--- config.mk ---
export PLATFORM = sky130hd
export DESIGN_NAME = fetch_stage
export DESIGN_NICKNAME = d
export VERILOG_FILES = /design/src/logic/core_cfg_pkg.sv /design/src/logic/fetch_stage.sv
export SDC_FILE = /design/constraint.sdc
export NUM_CORES = 1
export LEC_CHECK = 0
export ABC_AREA = 1
export ABC_CLOCK_PERIOD_IN_PS = 1500
export BUFFER_PORTS_ARGS = -buffer_cell sky130_fd_sc_hd__clkbuf_2
export CAP_MARGIN = 15
export CORE_MARGIN = 5
export CORE_UTILIZATION = 30
export CTS_CLUSTER_DIAMETER = 80
export DETAILED_ROUTE_END_ITERATION = 8
export GPL_TIMING_DRIVEN = 0
export MAX_ROUTING_LAYER = met4
export SETUP_SLACK_MARGIN = 0.4
export SLEW_MARGIN = 5
export SYNTH_ARGS = -nofsm -noshare
export SYNTH_HDL_FRONTEND = slang
export SYNTH_SLANG_ARGS = --single-unit
--- constraint.sdc ---
create_clock -name clk -period 1.5 [get_ports clk]
set_clock_uncertainty 0.1 [all_clocks]
set_input_delay 0.375 -clock clk [delete_from_list [all_inputs] [get_ports clk]]
set_output_delay 0.375 -clock clk [all_outputs]
set_load 0.05 [all_outputs]
--- src/logic/core_cfg_pkg.sv ---
/* Core-wide sizes. XLEN is both the data and the byte-address width. */
`default_nettype none

package core_cfg_pkg;

	localparam int XLEN  = 32;
	localparam int NREGS = 32; // x0 included

	// ADDI x0,x0,0
	localparam logic [31:0] NOP_INSTR = 32'h0000_0013;

endpackage

`default_nettype wire

--- src/logic/fetch_stage.sv ---
/* Instruction fetch. One request in flight at a time, so at best one
   instruction every two cycles. Only runs while i_run is high. */
`timescale 1ns/1ps
`default_nettype none

module fetch_stage #(
	parameter logic [core_cfg_pkg::XLEN-1:0] RESET_PC = '0
) (
	input  wire                           clk,
	input  wire                           rst_n,
	input  wire                           i_run,
	input  wire                           i_stall,
	input  wire                           i_flush,
	input  wire [core_cfg_pkg::XLEN-1:0]  i_redirect_pc,
	input  wire                           i_gnt,
	input  wire                           i_rvalid,
	input  wire [31:0]                    i_rdata,
	output logic                          o_req,
	output logic [core_cfg_pkg::XLEN-1:0] o_addr,
	output logic [31:0]                   o_instr,
	output logic [core_cfg_pkg::XLEN-1:0] o_pc,
	output logic                          o_ce
);

	logic [core_cfg_pkg::XLEN-1:0] pc;     // next pc to request
	logic [core_cfg_pkg::XLEN-1:0] req_pc; // pc of the request in flight
	logic                          wait_rsp;
	logic                          take;   // output register free or being consumed

	assign o_req  = i_run && !wait_rsp && !i_stall && !i_flush;
	assign o_addr = pc;
	assign take   = !i_stall || !o_ce;

	always_ff @(posedge clk or negedge rst_n) begin
		if (!rst_n) begin
			pc       <= RESET_PC;
			wait_rsp <= 1'b0;
			o_ce     <= 1'b0;
			o_instr  <= core_cfg_pkg::NOP_INSTR;
		end else begin
			wait_rsp <= o_req && i_gnt; // data comes back next cycle
			if (i_flush)
				pc <= i_redirect_pc;
			else if (o_req && i_gnt)
				pc <= pc + 4;
			// a response landing in the flush cycle is from the old path, drop it
			if (i_flush) begin
				o_ce    <= 1'b0;
				o_instr <= core_cfg_pkg::NOP_INSTR;
			end else if (take) begin
				o_ce    <= i_rvalid;
				o_instr <= i_rvalid ? i_rdata : core_cfg_pkg::NOP_INSTR;
			end
		end
	end

	always_ff @(posedge clk) begin
		if (o_req && i_gnt)
			req_pc <= pc;
		if (take && i_rvalid)
			o_pc <= req_pc;
	end

endmodule

`default_nettype wire

---- After elaboration in Yosys (flattened, before gate mapping) ----
Index checks and enable logic that the tools add are counted.
operators by class
  add/sub/neg operators ................... 1
  muxes and demuxes ....................... 7
  reduce and logical (&&, ||, !) cells .... 12
operator list
  operator                                       number
  two-way mux 32 bit                             5
  adder 32 x 3 -> 32 bit, second input constant  1
  logical AND 1 bit                              5
  logical NOT 1 bit                              4
  nonzero test 2 bit                             2
  two-way mux 1 bit                              2
  logical OR 1 bit                               1
storage, ports and cells
  register bits after elaboration ......... 130
  input bits .............................. 71
  output and inout port bits .............. 98
  word-level logic and storage cells ...... 26

---- Logic depth before layout (Yosys ltp) ----
  depth after elaboration ................. 7
  mapped depth ............................ 10
  mapped depth without buffers ............ 10

---- Worst setup path before layout ----
Ideal clock, no wire load.
  path kind ............................... reg2reg
  start point ............................. register pc, in the netlist o_addr[3]
  end point ............................... register pc, in the netlist o_addr[24]
  setup time .............................. 0.126 ns
  arrival ................................. 1.677 ns
  data required time ...................... 1.274 ns
  path slack .............................. -0.403 ns
  cell stages (with the launch flop) ...... 9
  path buffers ............................ 0
  clock period less this slack ............ 1.903 ns
  cells stage by stage .................... dfrtp_1 -> ha_1 -> nand2_1 -> nor2_4 -> nand2_1 -> nor2_1 -> nand3_1 -> nand3_1 -> nand3_1
on the way
  word-level cells in the longest chain between the ends .. 3
RTL lines
  what                    RTL line           source
  start, declared         fetch_stage.sv:25  logic [core_cfg_pkg::XLEN-1:0] pc;
  start signal, assigned  fetch_stage.sv:43  pc <= i_redirect_pc;
  start signal, assigned  fetch_stage.sv:45  pc <= pc + 4;
  adder 32 x 3 -> 32 bit  fetch_stage.sv:45
  two-way mux 32 bit      fetch_stage.sv:44  else if (o_req && i_gnt)
  two-way mux 32 bit      fetch_stage.sv:42  if (i_flush)
No other way between the ends. The select of a mux whose other input is x is not followed.
A chain may end at the register's enable or synchronous reset.

---- Final worst setup path ----
  start point ............................. register wait_rsp
  end point ............................... output o_req
on the way
  word-level cells in the longest chain between the ends .. 4
RTL lines
  what                             RTL line           source
  start, declared                  fetch_stage.sv:27  logic wait_rsp;
  start signal, assigned           fetch_stage.sv:41  wait_rsp <= o_req && i_gnt;
  logical NOT 1 bit                fetch_stage.sv:30  assign o_req = i_run && !wait_rsp && !i_stall && !i_flush;
  logical AND 1 bit (3 in series)  fetch_stage.sv:30
  end, declared                    fetch_stage.sv:18  output logic o_req,
No other way between the ends.

==> flow_metrics.env <==
export IMPL_ant_nets=0
export IMPL_crit_required_ns=1.02
export IMPL_fp_dieW_um=143.8
export IMPL_synth_area_mux_share_pct=0
export IMPL_timing_rr_start="wait_rsp"
export IMPL_setup_tns_ns=-8.859
export IMPL_crit_arrival_ns=1.24
export IMPL_final_layout_size_suffix_gt1_share_pct=50.84
export IMPL_cpMaxStageDelayCell="dfrtp_1"
export IMPL_final_nets=830
export IMPL_ys_seq_elements=130
export IMPL_synth_fa_ha_area_share_pct=0.2330
export IMPL_rr_worst_depth=8
export IMPL_fin_crit_sh_pct=114.6
export IMPL_start_util_pct=30.20
export IMPL_cts_root_buf="clkbuf_16"
export IMPL_placed_area_sq_um=6684
export IMPL_tritoncts="done"
export IMPL_dieArea_sq_um=20680
export IMPL_cellPowerDensity_nw_per_um2=1127
export IMPL_setup_slack_ns=-0.2183
export IMPL_crit_family="flip-flops"
export IMPL_chipHeight_um=143.8
export IMPL_report_final_setup_viol=80
export IMPL_drc=0
export IMPL_synth_edf_count=64
export IMPL_crit_fanout=2
export IMPL_wl_per_cell_um=18.40
export IMPL_yosysMostFrequentCell="nand2_1"
export IMPL_hold_ws_ns=-0.1335
export IMPL_crit_chain="nor2_4 -> nand3_4 -> clkinvlp_4 -> clkbuf_16"
export IMPL_outcome="finished with violations"
export IMPL_synthFlopType="edfxtp_1"
export IMPL_vias=4661
export IMPL_max_freq_mhz=582.0
export IMPL_cts_made_buffers=17
export IMPL_synthXorXnorAreaFrac_pct=1.794
export IMPL_netSwitchingPower_uw=3084
export IMPL_syn_area_sq_um=5370
export IMPL_antenna_cells=0
export IMPL_synth_top_area_share_pct=35.79
export IMPL_endpoint_kind="output port"
export IMPL_seq_power_share_pct=39.5
export IMPL_drtIter0Drc=247
export IMPL_path_depth=4
export IMPL_clock_latency_ns=0.42
export IMPL_synth_top_area_cell="edfxtp_1"
export IMPL_seq_area_frac_synth_pct=66.61
export IMPL_rsz0062_at_grt="true"
export IMPL_yosys_top_cells_area="edfxtp_1, dfrtp_1, nand2_1"
export IMPL_syn_nets=557
export IMPL_finalMaxSlewViolations=0
export IMPL_final_cells=1000
export IMPL_port_buffers=168
export IMPL_dp_final_hpwl_um=10690
export IMPL_cts_buffer_depth=2
export IMPL_fillers=1481
export IMPL_combPwrFrac_pct=21.9
export IMPL_synth_top_family_by_area="simple AND/OR/NAND/NOR gates"
export IMPL_clk_pin_slew_ns=0.06
export IMPL_crit_type="flop to output port"
export IMPL_h_tree_depth=4
export IMPL_final_cell_area_sq_um=9537
export IMPL_drtPass1Iterations=5
export IMPL_cp_start_kind="flop"
export IMPL_worst_pin_slew_ns=0.5455
export IMPL_syn_avg_cell_area_sq_um=11.07
export IMPL_yosys_warnings=0
export IMPL_path_buf_inv=2
export IMPL_ios=169
export IMPL_antenna_found_initial=0
export IMPL_grt_max_degree=36
export IMPL_slew_headroom_pct=63.63
export IMPL_gp_congestion=0.8212
export IMPL_grt_overflow=0
export IMPL_core_sq_um=17780
export IMPL_fin_crit_ns=1.718
export IMPL_p_int_uw=7662
export IMPL_synth_compound_area_share_pct=9.296
export IMPL_synth_cells=485
export IMPL_violations="hold timing, setup timing"
export IMPL_first_global_vias=4753
export IMPL_slowest_delay_ns=0.40
export IMPL_clkPwrFrac_pct=38.6
export IMPL_p_leak_uw=0.004229
export IMPL_reg2reg_slack_ns=-0.18
export IMPL_synth_common_cells="nand2_1, edfxtp_1, dfrtp_1"
export IMPL_grt_first_pass_wirelength_um=26160
export IMPL_synth_async_reset_ratio_pct=50.77
export IMPL_viasPerCell=4.661
export IMPL_hold_violations=31
export IMPL_grt_usage_pct=17.45
export IMPL_yosys_area_share_simple_pct=18.22
export IMPL_cts_sinks=130
export IMPL_synth_distinct_cells=30
export IMPL_switching_share_pct=28.70
export IMPL_reg2reg_to="req_pc[6]"
export IMPL_wl_um=18400
export IMPL_num_rows=49
export IMPL_area_growth_syn_to_layout_pct=77.59
export IMPL_place_inst=883
export IMPL_hp_class="input pin to asynchronous set/reset pin"
export IMPL_maxCapViolCount=0
export IMPL_peakVddDrop_mv=0.8792
cell usage in the layout (no fill, tap or decap), types with 13 or more instances in the layout:
master / netlist / layout
a22o_1: 29 / 29
buf_12: 0 / 13
buf_4: 3 / 51
buf_6: 2 / 14
buf_8: 0 / 94
clkbuf_16: 0 / 30
clkbuf_2: 0 / 70
dfrtp_1: 63 / 32
dfrtp_2: 0 / 31
edfxtp_1: 64 / 64
inv_1: 27 / 24
nand2_1: 139 / 127
nand3_1: 29 / 22
nor2_1: 46 / 30
nor2_4: 5 / 14
power by group through the flow:
stage / Clock [uW] / Combinational, uW / Sequential, uW
floorplan: 0 / 424 / 4850
global placement: 0 / 1490 / 4280
detailed placement: 0 / 1510 / 4280
CTS: 4240 / 2090 / 4200
global route: 4440 / 2480 / 4270
finish: 4150 / 2360 / 4250
state kept, by name, indices dropped and copies added, names as in the netlist:
register / cells
req_pc: 32
o_addr: 32
o_ce: 1
wait_rsp: 1
o_instr: 32
o_pc: 32
stage by stage:
stage	setup slack [ns]	utilization, %	power [uW]
final	-0.2183	53.64	10750
after global placement	-0.7714	37.47	5763
after floorplan	-0.1489	-	5276
after global routing	-0.2788	53.64	11190
after CTS	-0.2699	49.91	10530
after detailed placement	-0.4682	37.59	5786
final cells by class:
cell class	count	area (sq um)	area share, %
clock buffers	24	525.5	5.510
well taps	229	286.5	3.004
plain buffers	15	182.7	1.916
multi-input cells	310	1810	18.98
flip-flops and latches	130	3616	37.92
inverters	31	150.1	1.574
repair buffers	253	2894	30.35
clock inverters	8	71.32	0.7478
metal layers:
| metal | up-vias | track usage (%) | part of all wire [%] |
|---|---|---|---|
| met5 | - | - | 0 |
| li1 | 2208 | - | - |
| met1 | 2246 | 21.12 | 41 |
| met4 | 0 | 6.442 | 2.2 |
| met3 | 25 | 5.025 | 6.6 |
| met2 | 182 | 27.86 | 51 |
cells by family after synthesis:
family                     after synthesis
DFF                                    130
xor gates and xnor gates                11
AOI/OAI and AO/OA                       67
buffers and inverters                   46
adders and majority gates                1
and+or+nand+nor                        230
worst max-delay path by stage:
stage,startpoint,end,slack (ns)
after floorplan,o_ce,o_instr[25],-0.15
after global placement,rst_n,o_addr[13],-0.77
after detailed placement,i_flush,o_addr[12],-0.47
after CTS,wait_rsp,o_req,-0.27
after global routing,o_addr[3],o_addr[28],-0.28
final,wait_rsp,o_req,-0.22
what timing repair did:
action	in CTS	in global routing
buffers inserted	42	29
gates cloned	6	8
pin swaps	15	17
resized for setup	244	140
hold endpoints to repair	31	31
setup endpoints to repair	228	226
No activity file was read; power rests on OpenSTA's default activity.
