[src/logic/core_cfg_pkg.sv]
/* Core-wide sizes. XLEN is both the data and the byte-address width. */
`default_nettype none

package core_cfg_pkg;

	localparam int XLEN  = 32;
	localparam int NREGS = 32; // x0 included

	// ADDI x0,x0,0
	localparam logic [31:0] NOP_INSTR = 32'h0000_0013;

endpackage

`default_nettype wire

[src/logic/mem_arbiter.sv]
/* Fixed priority puts data before fetch, and data can starve fetch.
   Grants are combinational, read data returns one cycle later to its owner.
   Requesters pass byte addresses, the RAM gets word addresses. */
`timescale 1ns/1ps
`default_nettype none

module mem_arbiter #(
	parameter int MEM_WORDS = 256
) (
	input  wire                          clk,
	input  wire                          rst_n,
	input  wire                          i_if_req,
	input  wire [core_cfg_pkg::XLEN-1:0] i_if_addr,
	output logic                         o_if_gnt,
	output logic                         o_if_rvalid,
	output logic [31:0]                  o_if_rdata,
	input  wire                          i_d_req,
	input  wire                          i_d_we,
	input  wire [core_cfg_pkg::XLEN-1:0] i_d_addr,
	input  wire [31:0]                   i_d_wdata,
	output logic                         o_d_gnt,
	output logic                         o_d_rvalid,
	output logic [31:0]                  o_d_rdata,
	output logic                         o_mem_en,
	output logic                         o_mem_we,
	output logic [$clog2(MEM_WORDS)-1:0] o_mem_addr,
	output logic [31:0]                  o_mem_wdata,
	input  wire [31:0]                   i_mem_rdata
);

	localparam int AW = $clog2(MEM_WORDS);

	typedef enum logic [1:0] {OWN_NONE, OWN_IF, OWN_DATA} owner_e;
	owner_e owner; // who gets the ram output this cycle

	assign o_d_gnt     = i_d_req;
	assign o_if_gnt    = i_if_req && !i_d_req;
	assign o_mem_en    = i_d_req || i_if_req;
	assign o_mem_we    = o_d_gnt && i_d_we;
	assign o_mem_addr  = o_d_gnt ? i_d_addr[AW+1:2] : i_if_addr[AW+1:2];
	assign o_mem_wdata = i_d_wdata;

	always_ff @(posedge clk or negedge rst_n) begin
		if (!rst_n)
			owner <= OWN_NONE;
		else if (o_d_gnt && !i_d_we)
			owner <= OWN_DATA;
		else if (o_if_gnt)
			owner <= OWN_IF;
		else
			owner <= OWN_NONE; // writes return nothing
	end

	assign o_if_rvalid = owner == OWN_IF;
	assign o_if_rdata  = i_mem_rdata;
	assign o_d_rvalid  = owner == OWN_DATA;
	assign o_d_rdata   = i_mem_rdata;

	a_one_gnt: assert property (@(posedge clk) disable iff (!rst_n)
		!(o_if_gnt && o_d_gnt));

endmodule

`default_nettype wire

[config.mk]
export PLATFORM = sky130hd
export DESIGN_NAME = mem_arbiter
export DESIGN_NICKNAME = d
export VERILOG_FILES = /design/src/logic/core_cfg_pkg.sv /design/src/logic/mem_arbiter.sv
export SDC_FILE = /design/constraint.sdc
export NUM_CORES = 1
export LEC_CHECK = 0
export ABC_AREA = 1
export BUFFER_PORTS_ARGS = -buffer_cell sky130_fd_sc_hd__clkbuf_2
export CORE_AREA = 3 3 93 95
export DETAILED_ROUTE_END_ITERATION = 7
export DIE_AREA = 0 0 96 98
export HOLD_SLACK_MARGIN = 0.03
export MAX_ROUTING_LAYER = met4
export REMOVE_ABC_BUFFERS = 1
export SLEW_MARGIN = 20
export SYNTH_ARGS = -nofsm -noshare
export SYNTH_HDL_FRONTEND = slang
export SYNTH_SLANG_ARGS = --single-unit
[constraint.sdc]
create_clock -name clk -period 0.9 [get_ports clk]
set_clock_uncertainty 0.1 [all_clocks]
set_input_delay 0.18 -clock clk [delete_from_list [all_inputs] [get_ports clk]]
set_output_delay 0.18 -clock clk [all_outputs]
set_load 0.005 [all_outputs]
* Yosys cells after proc, flatten, opt, wreduce, memory -nomap -nowiden
Index checks and enable logic that the tools add are counted. W data, S select, Z words.
Cells by class: equal/unequal tests 2, muxes and demuxes 3, reduce and logical (&&, ||, !) cells 6
Operators with widths (count):
- $mux W8 | 1
- $logic_and A1 B1 Y1 | 3
- $eq A2 B1 Y1 const B | 1
- $eq A2 B2 Y1 const B | 1
- $logic_not A1 Y1 | 2
- $mux W2 | 1
- $logic_or A1 B1 Y1 | 1
- $mux W1 | 1
Word-level totals: flip-flop bits (word level) 2, output and inout bits 110, logic and storage cells 12

* Longest topological paths before layout
Gate-level depths: netlist of the first run.
word-level depth 4, gate-level depth with buffers 3, mapped depth without buffers 3

* Worst setup path after synthesis of the first run
No wires, ideal clock.
kind register to output, from reg owner[0], to out o_d_rvalid, data arrival time 0.471 ns, required time 0.620 ns, path slack 0.149 ns, stages on the path, launching flop included 2, path through dfrtp_1 > nor2_1
Between the ends: word-level cells in the longest chain between the ends 1
Ends and longest elaborated chain:
- from (decl) | line mem_arbiter.sv:34 | owner_e owner;
- from (signal assigned) | line mem_arbiter.sv:45 | owner <= OWN_NONE;
- from (signal assigned) | line mem_arbiter.sv:47 | owner <= OWN_DATA;
- from (signal assigned) | line mem_arbiter.sv:49 | owner <= OWN_IF;
- $eq A2 B2 Y1 | line mem_arbiter.sv:56 | assign o_d_rvalid = owner == OWN_DATA;
- to (decl) | line mem_arbiter.sv:22 | output logic o_d_rvalid,
Every way passes these cells.

* Final worst setup path of the first run
from reg owner[1], to out o_if_rvalid
Between the ends: word-level cells in the longest chain between the ends 1
Ends and longest elaborated chain:
- $eq A2 B1 Y1 | line mem_arbiter.sv:54 | assign o_if_rvalid = owner == OWN_IF;
- to (decl) | line mem_arbiter.sv:15 | output logic o_if_rvalid,
Every way passes these cells.

==> flow_summary.yaml, run 1 <==
pwr:
  leakagePower_nw: 0.3683
  switching_share_pct: 28.05
  vdd_drop_max_mv: 0.2562
  p_sw_uw: 199.7
  p_int_uw: 512.0
  power_frac_clock_pct: 49.9
  power_frac_comb_pct: 36.3
  p_per_area_mw_per_mm2: 1003
  p_seq_share_pct: 13.8
  power.total_uw: 711.7
detailed_routing:
  drc: 0
  firstDrtPassIters: 4
  avgRoutedWirePerCell_um: 50.88
  vias: 624
  routed_wl_mm: 9.260
  dr.first_iter.drc_count: 8
  ant_nets: 0
  avgViaCountPerCell: 3.429
floorplan:
  die_h_um: 98
  coreArea_mm2: 0.007807
  dieArea_mm2: 0.009408
  start_util_pct: 11.79
  rows: 32
  io_pins: 243
  die_w_um: 96
timing:
  worst_slack_ps: -219.5
  slew_viol_final: 0
  setup_viol: 12
  tns_ps: -1008
  relSlewSlack_pct: 94.05
  worst_pin_slew_ps: 89.02
  rsz0062_at_grt: "true"
  fin_crit_ps: 1120
  period_share_pct: 124.4
  max_freq_ghz: 0.8932
  hold_viol: 0
job:
  maxCapViolCount: 0
outcome:
  violations: "setup timing"
  status: "finished, violations left"
clock_network:
  cts_buffers: 3
  clk_path_buf_depth: 2
  clock-sinks: 2
  clock-root-buffer: "clkbuf_8"
  htree_levels: 1
  clk_pin_slew_ps: 30
  cts_tree: "built"
logic_synthesis:
  synth_top_cell_by_area: "buf_4"
  synth-seq-cells: 2
  synthTopCellsByArea: "buf_4 79%, nand2_1 11%, dfrtp_1 5.4%, inv_1 1.6%, nor2_1 1.6%"
  synth_area_um2: 920.9
  yosysUniqueCellTypes: 7
  synth_area_per_cell_um2: 6.821
  yosysTopAreaCellShare_pct: 79.08
  syn_inst: 135
  ys_warn_count: 0
  synth-seq-area-share_pct: 5.435
cells_and_area:
  mostFrequentLayoutCells: "27 x clkbuf_2, 14 x nand2_1, 7 x nand2_2"
  final_common_cell: "clkbuf_2"
  seq_area_um2: 50.05
  final_area_um2: 709.4
  drive_gt1_share_pct: 73.42
  multi_input_area_um2: 177.7
  fillers: 923
  largest_reg_flops: 2
  regMostFlops: "owner"
  nets: 214
  top_regs: "owner: 2 flops"
  syn_to_final_growth_pct: -22.96
placed_design:
  gp_congestion: 0.8650
  pre_cts_ws_ps: -182.1
  dp_hpwl_mm: 8.589
  placed_area_um2: 494.2
  io_buffers: 34
grt:
  grt_pass1_wl_mm: 10.39
  gr-total-overflow: 0
  grt_pass1_vias: 662
  grt_max_degree: 7
  antenna_found_initial: 1
  grt.total_usage_pct: 19.26
setup_path:
  crit_fanout: 2
  cp.required_ps: 620
  cp_data_arrival_time_ps: 840
  startpoint_type: "flop"
  worstSetupEndpointType: "primary output"
  critPathKind: "flop to primary output"
min_path:
  worstHoldPathType: "input pin to flop"
-- worst max-delay path: stages, from the launching register on --
cell and delay [ps]:
dfrtp_1 380, nor2_2 110, buf_4 140
-- through the flow --
stage	hold slack, ps	util [%]	std cells
6_report	76.31	9.087	182
5_1_grt	70.99	9.087	182
4_1_cts	49.11	8.301	181
3_5_place_dp	-126.1	6.330	175
3_3_place_gp	-133.1	6.330	175
2_1_floorplan	-215.6	-	37
-- Yosys cell counts, drive strengths merged --
cell type  count
nor2           4
dfrtp          2
buf           98
nand2         26
inv            5
-- logic make-up (layout without fill, tap and decap cells) --
kind of cell           Yosys count  after routing  share of synthesized area (%)
AND/OR/NAND/NOR                 30             30                          12.23
other                            0              1                              0
flip-flops                       2              2                          5.435
buffers and inverters          103             47                          82.34
-- worst paths after layout --
check                      cells after the start  slack (ps)                  to          startpoint
max in group asynchronous                      2         360  owner[0]$_DFF_PN0_               rst_n
min in group asynchronous                      2         230  owner[1]$_DFF_PN0_               rst_n
max                                            2        -220         o_if_rvalid  owner[1]$_DFF_PN0_
min                                            2          80  owner[1]$_DFF_PN0_              i_d_we
-- metal layers --
metal  part of all wire, %  track usage (%)  up-vias
met1                   9.6            4.914      210
met4                    12            18.05        0
met2                    57            38.18      168
li1                      -                -      193
met3                    21            16.49       53
met5                     0                -        -
-- layout make-up --
type | instances | area share, %
repair buffers | 38 | 38.10
multi-input cells | 30 | 25.04
well taps | 102 | 17.99
flip-flops and latches | 2 | 7.055
clock buffers | 3 | 5.820
inverters | 5 | 3.351
repair inverters | 1 | 2.293
diodes | 1 | 0.3527
-- power by group through the flow --
stage | sequential (mW) | clock (mW) | combinational [mW]
after floorplan | 0.0979 | 0 | 0.0477
after global routing | 0.0983 | 0.375 | 0.287
after detailed placement | 0.0984 | 0 | 0.169
after CTS | 0.0975 | 0.366 | 0.227
after global placement | 0.0981 | 0 | 0.167
final | 0.0980 | 0.355 | 0.259
-- timing repair --
item,CTS,global route
hold buffers,1,0
pin swaps,6,2
endpoints found under the setup margin,13,13
buffers inserted,1,0
resized for setup,26,21
cloned,1,0
hold endpoints to repair,2,0
No activity file was read; power rests on OpenSTA's default activity.
==> run 2, diff against run 1 <==
--- a/config.mk
+++ b/config.mk
@@ -7,11 +7,12 @@
 export LEC_CHECK = 0
 export ABC_AREA = 1
 export BUFFER_PORTS_ARGS = -buffer_cell sky130_fd_sc_hd__clkbuf_2
-export CORE_AREA = 3 3 93 95
+export CORE_AREA = 2 2 95 97
 export DETAILED_ROUTE_END_ITERATION = 7
-export DIE_AREA = 0 0 96 98
+export DIE_AREA = 0 0 97 99
 export HOLD_SLACK_MARGIN = 0.03
 export MAX_ROUTING_LAYER = met4
+export RECOVER_POWER = 100
 export REMOVE_ABC_BUFFERS = 1
 export SLEW_MARGIN = 20
 export SYNTH_ARGS = -nofsm -noshare
==> run 2 against run 1 <==
  * The flow still finishes with violations (setup timing)
  * Cell count is 2.2% higher
  * Maximum frequency increased by 3.0%
  * Clock power fell by 1%
  * Sequential cell count stayed put
  * First-iteration DRC count grew 38%
  * Largest cell class unchanged
  * Highest routed layer unchanged
==> flow_summary.yaml, run 2 (same netlist as run 1, synthesis figures left out) <==
setup_path:
  critPathKind: "flop to primary output"
  crit_fanout: 2
  critPathSlowestCell: "dfrtp_1"
  cp_top_family: "flip-flops"
  cpPeakStageDelay_ps: 360
  cp_cell_sequence: "nor2_1 > buf_2"
  startpoint_type: "flop"
  cp.required_ps: 620
  worstSetupEndpointType: "primary output"
  path_buf_inv: 1
  cp_data_arrival_time_ps: 810
  path_depth: 2
timing:
  fin_crit_ps: 1087
  hold_ws_ps: 79.51
  rsz0062_at_grt: "true"
  tns_ps: -949.9
  max_freq_ghz: 0.9197
  slew_viol_final: 0
  relSlewSlack_pct: 87.34
  worst_slack_ps: -187.3
  period_share_pct: 120.8
  worst_pin_slew_ps: 189.2
  setup_viol: 12
  hold_viol: 0
grt:
  gr-total-overflow: 0
  antenna_found_initial: 1
  grt_max_degree: 11
  grt_pass1_wl_mm: 10.79
  grt.total_usage_pct: 19.15
  grt_pass1_vias: 611
pwr:
  p_per_area_mw_per_mm2: 974.3
  leakagePower_nw: 0.3807
  vdd_drop_max_mv: 0.3127
detailed_routing:
  avgViaCountPerCell: 3.226
  dr.first_iter.drc_count: 11
  vias: 600
  routed_wl_mm: 9.313
  ant_nets: 0
  avgRoutedWirePerCell_um: 50.07
  firstDrtPassIters: 4
  drc: 0
cells_and_area:
  drive_gt1_share_pct: 72.73
  regMostFlops: "owner"
  final_common_cell: "clkbuf_2"
  largest_reg_flops: 2
  mostFrequentLayoutCells: "23 x clkbuf_2, 11 x nand2_4, 10 x nand2_1"
  syn_to_final_growth_pct: -19.02
  top_regs: "owner: 2 flops"
  nets: 212
placed_design:
  io_buffers: 34
  gp_congestion: 0.8609
  dp_hpwl_mm: 8.853
outcome:
  violations: "setup timing"
  status: "finished, violations left"
clock_network:
  cts_setup_buffers: 0
  clock-root-buffer: "clkbuf_8"
  clk_pin_slew_ps: 30
  clock-sinks: 2
  cts_tree: "built"
  htree_levels: 1
  cts_buffers: 3
  clk_path_buf_depth: 2
floorplan:
  start_util_pct: 10.77
  rows: 34
  dieArea_mm2: 0.009603
  coreArea_mm2: 0.008551
  die_w_um: 97
  io_pins: 243
  die_h_um: 99
min_path:
  min-delay-start: "i_d_we"
  worstHoldPathType: "input pin to flop"
  min_to: "owner[1]$_DFF_PN0_"
  holdPathStages: 2
job:
  maxCapViolCount: 0
## run 2: cell count changes in the layout (fill, tap and decap cells not counted), moves of 2 or more
cell      previous run  this run
buf_4                3         0
buf_6                2         7
clkbuf_2            27        23
nand2_1             14        10
nand2_2              7         5
nand2_4              5        11
nor2_1               2         4
## run 2: how the worst max path moves through the flow
stage | to | slack, ps | startpoint
finish | o_if_rvalid | -190 | owner[1]$_DFF_PN0_
global route | o_if_rvalid | -230 | owner[1]$_DFF_PN0_
floorplan | o_d_rvalid | 150 | owner[0]$_DFF_PN0_
CTS | o_if_rvalid | -210 | owner[0]$_DFF_PN0_
detailed placement | o_mem_addr[1] | -210 | i_d_req
global placement | o_mem_addr[1] | -210 | i_d_req
## run 2: through the flow
step	util [%]	cells	worst slack, ps	power (mW)	instance area, µm²
3_3_place_gp	6.014	181	-213.2	0.2773	514.2
2_1_floorplan	-	37	148.6	0.1456	181.4
4_1_cts	7.653	185	-213.5	0.6889	654.4
5_1_grt	8.721	186	-231.2	0.7701	745.7
3_5_place_dp	6.014	181	-210.7	0.2797	514.2
6_report	8.721	186	-187.3	0.7266	745.7
## run 2: per-layer routing
layer	wire, µm	GRT usage (%)	up-vias
li1	-	-	187
met1	601	3.492	205
met2	5999	42.63	176
met3	2127	19.79	32
met4	584	10.40	0
met5	0	-	-
## run 2: report_power, final
group	switching [mW]	total (mW)	leakage (nW)	internal [mW]
sequential	0.00199	0.0973	0.0258	0.0953
combinational	0.132	0.278	0.333	0.146
clock	0.0683	0.351	0.0216	0.283
## run 2: area by class of cell
cell class	count	area, µm²
antenna	1	2.502
clock buffer	3	41.29
fill	991	7805
inverter	5	31.28
multi-input combinational	30	207.7
sequential	2	50.05
tap	108	135.1
timing repair buffer	37	277.8
## run 2: what timing repair did
action	4_1_cts	5_1_grt
pin swaps	11	2
setup endpoints to repair	13	12
hold buffers	1	0
gates resized for setup	25	31
hold endpoints to repair	2	0
