--- src/logic/core_cfg_pkg.sv ---
/* Core-wide sizes. XLEN is both the data and the byte-address width. */
`default_nettype none

package core_cfg_pkg;

	localparam int XLEN  = 32;
	localparam int NREGS = 32; // x0 included

	// ADDI x0,x0,0
	localparam logic [31:0] NOP_INSTR = 32'h0000_0013;

endpackage

`default_nettype wire

--- src/logic/rv_isa_pkg.sv ---
/* RV32I encodings for the subset this core runs.
   Opcodes outside opcode_e retire as no-ops with rd 0. */
`default_nettype none

package rv_isa_pkg;

	// major opcodes, bits [6:0] of the instruction
	typedef enum logic [6:0] {
		OP     = 7'b0110011, // register-register alu
		OP_IMM = 7'b0010011, // register-immediate alu
		LUI    = 7'b0110111,
		AUIPC  = 7'b0010111,
		LOAD   = 7'b0000011, // LW only
		STORE  = 7'b0100011, // SW only
		BRANCH = 7'b1100011,
		JAL    = 7'b1101111,
		JALR   = 7'b1100111
	} opcode_e;

	// alu operations, built in decode from opcode/funct3/funct7
	typedef enum logic [3:0] {
		ALU_ADD, ALU_SUB, ALU_SLL, ALU_SLT, ALU_SLTU, ALU_XOR,
		ALU_SRL, ALU_SRA, ALU_OR, ALU_AND,
		ALU_PASS_B // operand b straight through, for LUI
	} alu_op_e;

	// funct3 of the supported branches
	typedef enum logic [2:0] {
		BEQ = 3'b000,
		BNE = 3'b001,
		BLT = 3'b100,
		BGE = 3'b101
	} br_funct3_e;

	// field positions
	localparam int RD_LSB  = 7;
	localparam int F3_LSB  = 12;
	localparam int RS1_LSB = 15;
	localparam int RS2_LSB = 20;
	localparam int F7_ALT  = 30; // funct7 bit that selects SUB / SRA

endpackage

`default_nettype wire

--- src/logic/decode_stage.sv ---
/* Decode stage. Registers operands and control under i_ce, holds on
   i_stall, and loads a NOP with o_ce low on i_flush. Register reads
   see the same-cycle writeback through the reg_file bypass. */
`timescale 1ns/1ps
`default_nettype none

module decode_stage (
	input  wire                           clk,
	input  wire                           rst_n,
	input  wire [31:0]                    i_instr,
	input  wire [core_cfg_pkg::XLEN-1:0]  i_pc,
	input  wire                           i_ce,
	input  wire                           i_stall,
	input  wire                           i_flush,
	input  wire                           i_wr,
	input  wire [4:0]                     i_rd,
	input  wire [core_cfg_pkg::XLEN-1:0]  i_write_data,
	output logic [core_cfg_pkg::XLEN-1:0] o_rs1_data,
	output logic [core_cfg_pkg::XLEN-1:0] o_rs2_data,
	output logic [core_cfg_pkg::XLEN-1:0] o_imm_data,
	output rv_isa_pkg::opcode_e           o_opcode,
	output logic [2:0]                    o_func3,
	output rv_isa_pkg::alu_op_e           o_alu_ctrl,
	output logic [4:0]                    o_rd,
	output logic [core_cfg_pkg::XLEN-1:0] o_pc,
	output logic                          o_stall,
	output logic                          o_ce
);

	logic [31:0]                   d_instr; // NOP while flushing
	rv_isa_pkg::opcode_e           opc;
	logic [2:0]                    f3;
	logic [core_cfg_pkg::XLEN-1:0] rs1_data, rs2_data, imm;
	rv_isa_pkg::alu_op_e           alu;
	logic                          load;

	assign d_instr = i_flush ? core_cfg_pkg::NOP_INSTR : i_instr;
	assign opc     = rv_isa_pkg::opcode_e'(d_instr[6:0]);
	assign f3      = d_instr[rv_isa_pkg::F3_LSB +: 3];
	assign o_stall = i_stall; // fetch holds whenever execute does
	assign load    = i_flush || (i_ce && !i_stall);

	always_comb begin
		case (opc)
			rv_isa_pkg::OP_IMM, rv_isa_pkg::LOAD, rv_isa_pkg::JALR:
				imm = {{20{d_instr[31]}}, d_instr[31:20]};
			rv_isa_pkg::STORE:
				imm = {{20{d_instr[31]}}, d_instr[31:25], d_instr[11:7]};
			rv_isa_pkg::BRANCH:
				imm = {{19{d_instr[31]}}, d_instr[31], d_instr[7], d_instr[30:25],
					d_instr[11:8], 1'b0};
			rv_isa_pkg::LUI, rv_isa_pkg::AUIPC:
				imm = {d_instr[31:12], 12'b0};
			rv_isa_pkg::JAL:
				imm = {{11{d_instr[31]}}, d_instr[31], d_instr[19:12], d_instr[20],
					d_instr[30:21], 1'b0};
			default: imm = '0;
		endcase
	end

	always_comb begin
		alu = rv_isa_pkg::ALU_ADD; // addresses, targets, AUIPC
		if (opc == rv_isa_pkg::LUI)
			alu = rv_isa_pkg::ALU_PASS_B;
		else if (opc == rv_isa_pkg::OP || opc == rv_isa_pkg::OP_IMM) begin
			case (f3)
				3'b000: alu = (opc == rv_isa_pkg::OP && d_instr[rv_isa_pkg::F7_ALT]) ?
					rv_isa_pkg::ALU_SUB : rv_isa_pkg::ALU_ADD; // no SUBI
				3'b001: alu = rv_isa_pkg::ALU_SLL;
				3'b010: alu = rv_isa_pkg::ALU_SLT;
				3'b011: alu = rv_isa_pkg::ALU_SLTU;
				3'b100: alu = rv_isa_pkg::ALU_XOR;
				3'b101: alu = d_instr[rv_isa_pkg::F7_ALT] ?
					rv_isa_pkg::ALU_SRA : rv_isa_pkg::ALU_SRL; // bit 30 in both forms
				3'b110: alu = rv_isa_pkg::ALU_OR;
				default: alu = rv_isa_pkg::ALU_AND;
			endcase
		end
	end

	reg_file reg_file_inst (
		.clk          (clk),
		.rst_n        (rst_n),
		.i_rs1        (d_instr[rv_isa_pkg::RS1_LSB +: 5]),
		.i_rs2        (d_instr[rv_isa_pkg::RS2_LSB +: 5]),
		.i_wr         (i_wr),
		.i_rd         (i_rd),
		.i_write_data (i_write_data),
		.o_read_data1 (rs1_data),
		.o_read_data2 (rs2_data)
	);

	always_ff @(posedge clk or negedge rst_n) begin
		if (!rst_n)
			o_ce <= 1'b0;
		else if (i_flush)
			o_ce <= 1'b0;
		else if (!i_stall)
			o_ce <= i_ce;
	end

	always_ff @(posedge clk) begin
		if (load) begin
			o_rs1_data <= rs1_data;
			o_rs2_data <= rs2_data;
			o_imm_data <= imm;
			o_opcode   <= opc;
			o_func3    <= f3;
			o_alu_ctrl <= alu;
			o_rd       <= d_instr[rv_isa_pkg::RD_LSB +: 5];
			o_pc       <= i_pc;
		end
	end

	// the flushed slot never reaches execute
	a_flush_kills: assert property (@(posedge clk) disable iff (!rst_n)
		i_flush |=> !o_ce);

endmodule

`default_nettype wire

--- src/logic/reg_file.sv ---
/* 31 writable registers, x0 reads zero. Reads are combinational and
   return the data being written in the same cycle. No reset on contents. */
`timescale 1ns/1ps
`default_nettype none

module reg_file (
	input  wire                           clk,
	input  wire                           rst_n,
	input  wire [4:0]                     i_rs1,
	input  wire [4:0]                     i_rs2,
	input  wire                           i_wr,
	input  wire [4:0]                     i_rd,
	input  wire [core_cfg_pkg::XLEN-1:0]  i_write_data,
	output logic [core_cfg_pkg::XLEN-1:0] o_read_data1,
	output logic [core_cfg_pkg::XLEN-1:0] o_read_data2
);

	logic [core_cfg_pkg::XLEN-1:0] regs [1:core_cfg_pkg::NREGS-1];

	always_ff @(posedge clk) begin
		if (i_wr && i_rd != '0)
			regs[i_rd] <= i_write_data;
	end

	// write-through so a dependent instruction in decode needs no stall
	assign o_read_data1 = (i_rs1 == '0) ? '0 :
		(i_wr && i_rd == i_rs1) ? i_write_data : regs[i_rs1];
	assign o_read_data2 = (i_rs2 == '0) ? '0 :
		(i_wr && i_rd == i_rs2) ? i_write_data : regs[i_rs2];

	a_x0_zero: assert property (@(posedge clk) disable iff (!rst_n)
		(i_wr && i_rd == '0) |=> (i_rs1 != '0 || o_read_data1 == '0));

endmodule

`default_nettype wire

--- config.mk ---
export PLATFORM = sky130hd
export DESIGN_NAME = decode_stage
export DESIGN_NICKNAME = d
export VERILOG_FILES = /design/src/logic/core_cfg_pkg.sv /design/src/logic/rv_isa_pkg.sv /design/src/logic/decode_stage.sv /design/src/logic/reg_file.sv
export SDC_FILE = /design/constraint.sdc
export NUM_CORES = 2
export LEC_CHECK = 0
export BUFFER_PORTS_ARGS = -buffer_cell sky130_fd_sc_hd__buf_2
export CAP_MARGIN = 20
export CORE_MARGIN = 2
export CORE_UTILIZATION = 56
export DETAILED_ROUTE_END_ITERATION = 10
export PLACE_DENSITY = 0.77
export SETUP_SLACK_MARGIN = 0.05
export SLEW_MARGIN = 20
export SYNTH_ARGS = -nofsm -noshare
export SYNTH_HDL_FRONTEND = slang
export SYNTH_SLANG_ARGS = --single-unit
--- constraint.sdc ---
create_clock -name clk -period 2 [get_ports clk]
set_clock_uncertainty 0.1 [all_clocks]
set_input_delay 0.2 -clock clk [delete_from_list [all_inputs] [get_ports clk]]
set_output_delay 0.2 -clock clk [all_outputs]
set_load 0.01 [all_outputs]
# [Word level (Yosys, flattened, before mapping)]
# Memories as Yosys holds them, arrays and structs flattened. A register that Yosys moved wholly into a read port is not among the register bits.
# Cells that the tools add are included.
[totals] regBits=84 ram_bits=992 wordCells=49 n_memories=1 out_inout_bits=149
[memory_table] name="reg_file_inst.regs" depth=31 width=32 rd=2 rd_clocked_by_memory_dff=2 wr=1 line_no="reg_file.sv:18" text="logic [core_cfg_pkg::XLEN-1:0] regs [1:core_cfg_pkg::NREGS-1];"
[op_classes] mux=10 bitwise_logic=1 reduce_logical=13 eq_ne=16
[ops] op="32-bit case mux with 5 select lines" count=1
[ops] op="32-bit 2-to-1 mux" count=1
[ops] op="4-bit case mux with 7 select lines" count=1
[ops] op="7-bit by 6-bit == test with 1-bit output (second input constant)" count=3
[ops] op="7-bit == test (second input constant)" count=3
[ops] op="7-bit by 5-bit == test with 1-bit output (second input constant)" count=2
[ops] op="5-bit logical NOT" count=2
[ops] op="3-bit == test (second input constant)" count=3
[ops] op="7-bit by 2-bit == test with 1-bit output (second input constant)" count=1
[ops] op="3-bit by 2-bit == test with 1-bit output (second input constant)" count=2
[ops] op="1-bit 2-to-1 mux" count=6
[ops] op="5-bit nonzero test" count=1
[ops] op="4-bit 2-to-1 mux" count=1
[ops] op="2-bit OR reduction" count=2
[ops] op="3-bit by 1-bit == test with 1-bit output (second input constant)" count=1
[ops] op="1-bit logical AND" count=3
[ops] op="3-bit logical NOT" count=1
[ops] op="3-bit OR reduction" count=1
[ops] op="1-bit logical OR" count=2
[ops] op="2-bit by 1-bit inequality test with 1-bit output (second input constant)" count=1
[ops] op="1-bit logical NOT" count=1
[ops] op="1-bit inverter" count=1

# [Logic depth before layout (Yosys ltp)]
[depth] ltp_word=6 depth_mapped=11 ltp_nobuf=6

# [By module]
# Synthesis repeated with hierarchy kept, for this count alone.
[unflattened] hier_cells=3056 area_unflattened_um2=52501.6
[by_module_without_submodules] mod="reg_file" area_per_inst_um2=47200.3 n_inst=1 cells_per_inst=2759 seq_area_each_um2=29788.6
[by_module_without_submodules] mod="decode_stage" area_per_inst_um2=5301.3 n_inst=1 cells_per_inst=297 seq_area_each_um2=4439.3

# [Worst setup path before layout]
# Ideal clock, no wire load.
[synth_timing] path_type="input port to flip-flop" start="in i_flush" end="reg o_alu_ctrl[0], enable pin" setup_time_ps=1235 slack_ps=-2716 path_stages=5 t_arrival_ps=3381 required_time_ps=665 n_path_buf=3 path_cell_list="buf_4 inv_2 clkbuf_1 clkbuf_1 nand2_1"
[synth_between] elab_chain_cells=1
[synth_lines] element="from (decl)" line_no="decode_stage.sv:14" text="input wire i_flush,"
[synth_lines] element="1-bit logical OR" line_no="decode_stage.sv:41" text="assign load = i_flush || (i_ce && !i_stall);"
[synth_lines] element="via load" line_no="decode_stage.sv:35" text="logic load;"
[synth_lines] element="to (signal assigned)" line_no="decode_stage.sv:109" text="o_alu_ctrl <= alu;"
[synth_lines] element="to (decl)" line_no="decode_stage.sv:23" text="output rv_isa_pkg::alu_op_e o_alu_ctrl,"
# The timed path passes the listed nets, and every way through them passes these cells.
# A chain may end at the register's enable or synchronous reset.

==> run_results.csv <==
group,metric,value,unit
cts,clockBufferDepth,3,
cts,path_clk_slew,60,ps
global_routing,grt_use_met2,59.33,%
pwr,ir_worst_vdd,0.7015,mV
die,initial_core_util,56.39,%
cells_and_area,final_common_cell,"edfxtp_1",
cells_and_area,syn_to_final_growth,28.38,%
global_routing,busiest_layer,"met2",
setup_path,arrival,2770,ps
run,drv_cap,0,
cells_and_area,utilization,72.39,%
cts,insertion_delay,720,ps
place,dp_hpwl,132300,um
route,post-route-drc-count,2,
cts,cts-buffers-inserted,115,
pwr,p_clk_share,38.7,%
global_routing,grt_max_degree,43,
timing,finalSetupViolations,38,
setup_path,cp_slowest_cell,"mux4_2",
pwr,p_sw,13960,uW
yosys,synth_cells,3875,
route,wl_per_cell,34.40,um
global_routing,grt_pass1_vias,42320,
timing,slew_headroom,49.31,%
pwr,leakagePower,0.02391,uW
yosys,synth_top_family_by_area,"compound AO/OA/AOI/OAI gates",
cells_and_area,layoutNonFillerInstCount,5970,
cts,clkSinkCount,1140,
setup_path,end_kind,"flop",
cells_and_area,layout_common_cells,"1139 x edfxtp_1, 472 x buf_4, 346 x nand2_1, 255 x mux2i_1, 248 x buf_2",
global_routing,grtUsageMet3,14.64,%
place,place_congestion,0.9958,
pwr,power,56260,uW
timing,rsz0062_at_grt,"yes",
yosys,synth_nets,3982,
global_routing,gr-usage-met1,51.54,%
yosys,yosys.area_share.simple,5.409,%
route,wl,205400,um
pwr,power_density,820.4,nW/um^2
die,ios,256,
route,dr.pass1.iters,11,
cells_and_area,final_nets,4727,
place,port-buffer-count,255,
yosys,ys_seq_area_share,64.08,%
cts,htreeDepth,3,
yosys,ys_types,66,
setup_path,critical_path_class,"reg -> reg",
die,die-area,97870,um^2
setup_path,start_kind,"flop",
timing,tns,-5439,ps
yosys,yosysTopAreaCellShare,64.03,%
setup_path,r2r_cells,8,
global_routing,antenna_found_initial,13,
setup_path,rrSetupSlack,-400,ps
route,drt_iter0_drc,8447,
hold_path,hold_path_class,"in -> reg",
yosys,avgSynthCellArea,13.78,um^2
cts,cts-root-buf,"clkbuf_16",
yosys,yosys.area.top_type,"edfxtp_1",
global_routing,gr-total-overflow,0,
place,dp_cells,5652,
yosys,ys_warn_count,0,
route,num_vias,43790,
yosys,synth-edff-count,1139,
pwr,pwr-share-seq,48.5,%
pwr,swShare,24.81,%
timing,fmax,416.7,MHz
die,die_x,312.8,um
global_routing,grt_usage,40.63,%
yosys,syn-cell-area,53410,um^2
die,fp.dieH,312.8,um
place,preCtsSetupSlack,-1254,ps
pwr,pwr-share-comb,12.8,%
cells_and_area,drive_above_1_share,35.44,%
timing,hold_viol,0,
timing,finalCritPeriodShare,120.0,%
outcome,violations,"design-rule violations, negative setup slack",
yosys,synth_compound_area_share,15.84,%
setup_path,cp_slowest_stage_delay,510,ps
route,ant_nets,0,
yosys,async_flop_share,0.08772,%
timing,worst_slew_pin_slew,760.3,ps
yosys,synth_ff_type,"edfxtp_1",
timing,setup_ws,-400.0,ps
cts,cts_tree,"done",
die,rows,113,
yosys,synth_mux_area_share,11.55,%
setup_path,critical_path_required,2370,ps
hold_path,hold-path-cell-count,3,
setup_path,crit_chain,"mux4_2 > o21ai_2 > buf_6 > a21oi_4 > a2111oi_4 > buf_4 > a41oi_2 > a22o_1",
yosys,synth-adder-area-share,0,%
cells_and_area,fill_cells,5765,
timing,drv_slew,0,
die,coreArea,94730,um^2
global_routing,grt_pass1_wl,288500,um
setup_path,path_max_fanout,2,
timing,period_minus_slack,2400,ps
yosys,synth_xor_area_share,0.09838,%
outcome,status,"finished, violations left",
route,vias_per_cell,7.335,
pwr,p_int,42300,uW
yosys,synth_area_leaders,"edfxtp_1 64%, mux2i_1 4.8%, mux2_2 4.4%",
yosys,ys_seq_elements,1140,
## state kept, by name, summed over array words and instances (netlist names), 4 cells and up
register and flops:
o_pc 32, o_rs1_data 32, o_rd 5, o_opcode 7, reg_file_inst.regs 992, o_rs2_data 32, o_alu_ctrl 4, o_imm_data 32
## final timing paths
kind,endpoint,startpoint
max in group asynchronous,o_ce,rst_n
min in group asynchronous,o_ce,rst_n
worst max-delay path,o_rs1_data[30],reg_file_inst.regs[31][30]
worst min register to register,o_rs1_data[16],reg_file_inst.regs[4][16]
worst max register to register,o_rs1_data[30],reg_file_inst.regs[31][30]
worst min-delay path,o_imm_data[2],i_ce
## cell usage after synthesis (62+ instances only)
library cell,number
nor2_1,66
mux2i_1,255
mux2_2,209
clkbuf_1,237
edfxtp_1,1139
a211oi_1,158
nand2_1,351
a21oi_1,258
a31oi_1,74
o221ai_1,62
o211ai_1,93
buf_2,88
nor2b_1,80
a22o_1,91
o21ai_1,77
## area by class of cell
class,count,area [um^2],area share [%]
Sequential cell,1140,34230,49.91
Multi-Input combinational cell,2360,19740,28.79
Timing Repair Buffer,989,9245,13.48
Clock buffer,142,3060,4.463
Tap cell,1265,1583,2.308
Clock inverter,59,659.4,0.9616
Inverter,14,52.55,0.07663
Antenna cell,1,2.502,0.003649
## cell families after synthesis
family,Yosys count
buffers and inverters,375
and+or+nand+nor,635
xor gates and xnor gates,6
AOI/OAI and AO/OA,1179
muxes,540
DFF,1140
## power groups by stage
| stage | sequential, uW | combinational, uW | clock, uW |
|---|---|---|---|
| finish | 27300 | 7220 | 21800 |
| global route | 27300 | 7370 | 22600 |
| CTS | 27200 | 6800 | 21700 |
| detailed placement | 27700 | 6350 | 0 |
| global placement | 27700 | 6240 | 0 |
| floorplan | 27700 | 2880 | 0 |
## through the flow
| stage | instance area [um^2] | hold slack, ps |
|---|---|---|
| 2_1_floorplan | 54240 | -195.6 |
| 3_3_place_gp | 62100 | -124.6 |
| 3_5_place_dp | 62120 | -124.1 |
| 4_1_cts | 68000 | 16.83 |
| 5_1_grt | 68570 | 59.86 |
| 6_report | 68570 | 27.61 |
## routing by layer
metal	vias to the layer above	routed length [um]
met1	20960	67640
met5	-	165
li1	17160	-
met3	1116	34120
met4	24	16460
met2	4529	86990
## worst max-delay path: cells and delay by family (launching register included)
family                 cells  cell delay (ps)
DFF                        1              410
buffers and inverters      2              310
AOI/OAI and AO/OA          5              820
muxes                      1              510
## timing repair
action                                  4_1_cts  5_1_grt
endpoints found under the setup margin       60       72
setup buffers                                26       19
pin swaps                                   144       76
resized for setup                           246       82
endpoints found under the hold margin       986        0
hold buffers                                 90        0
Note: power is estimated with default switching activity, not from simulation.
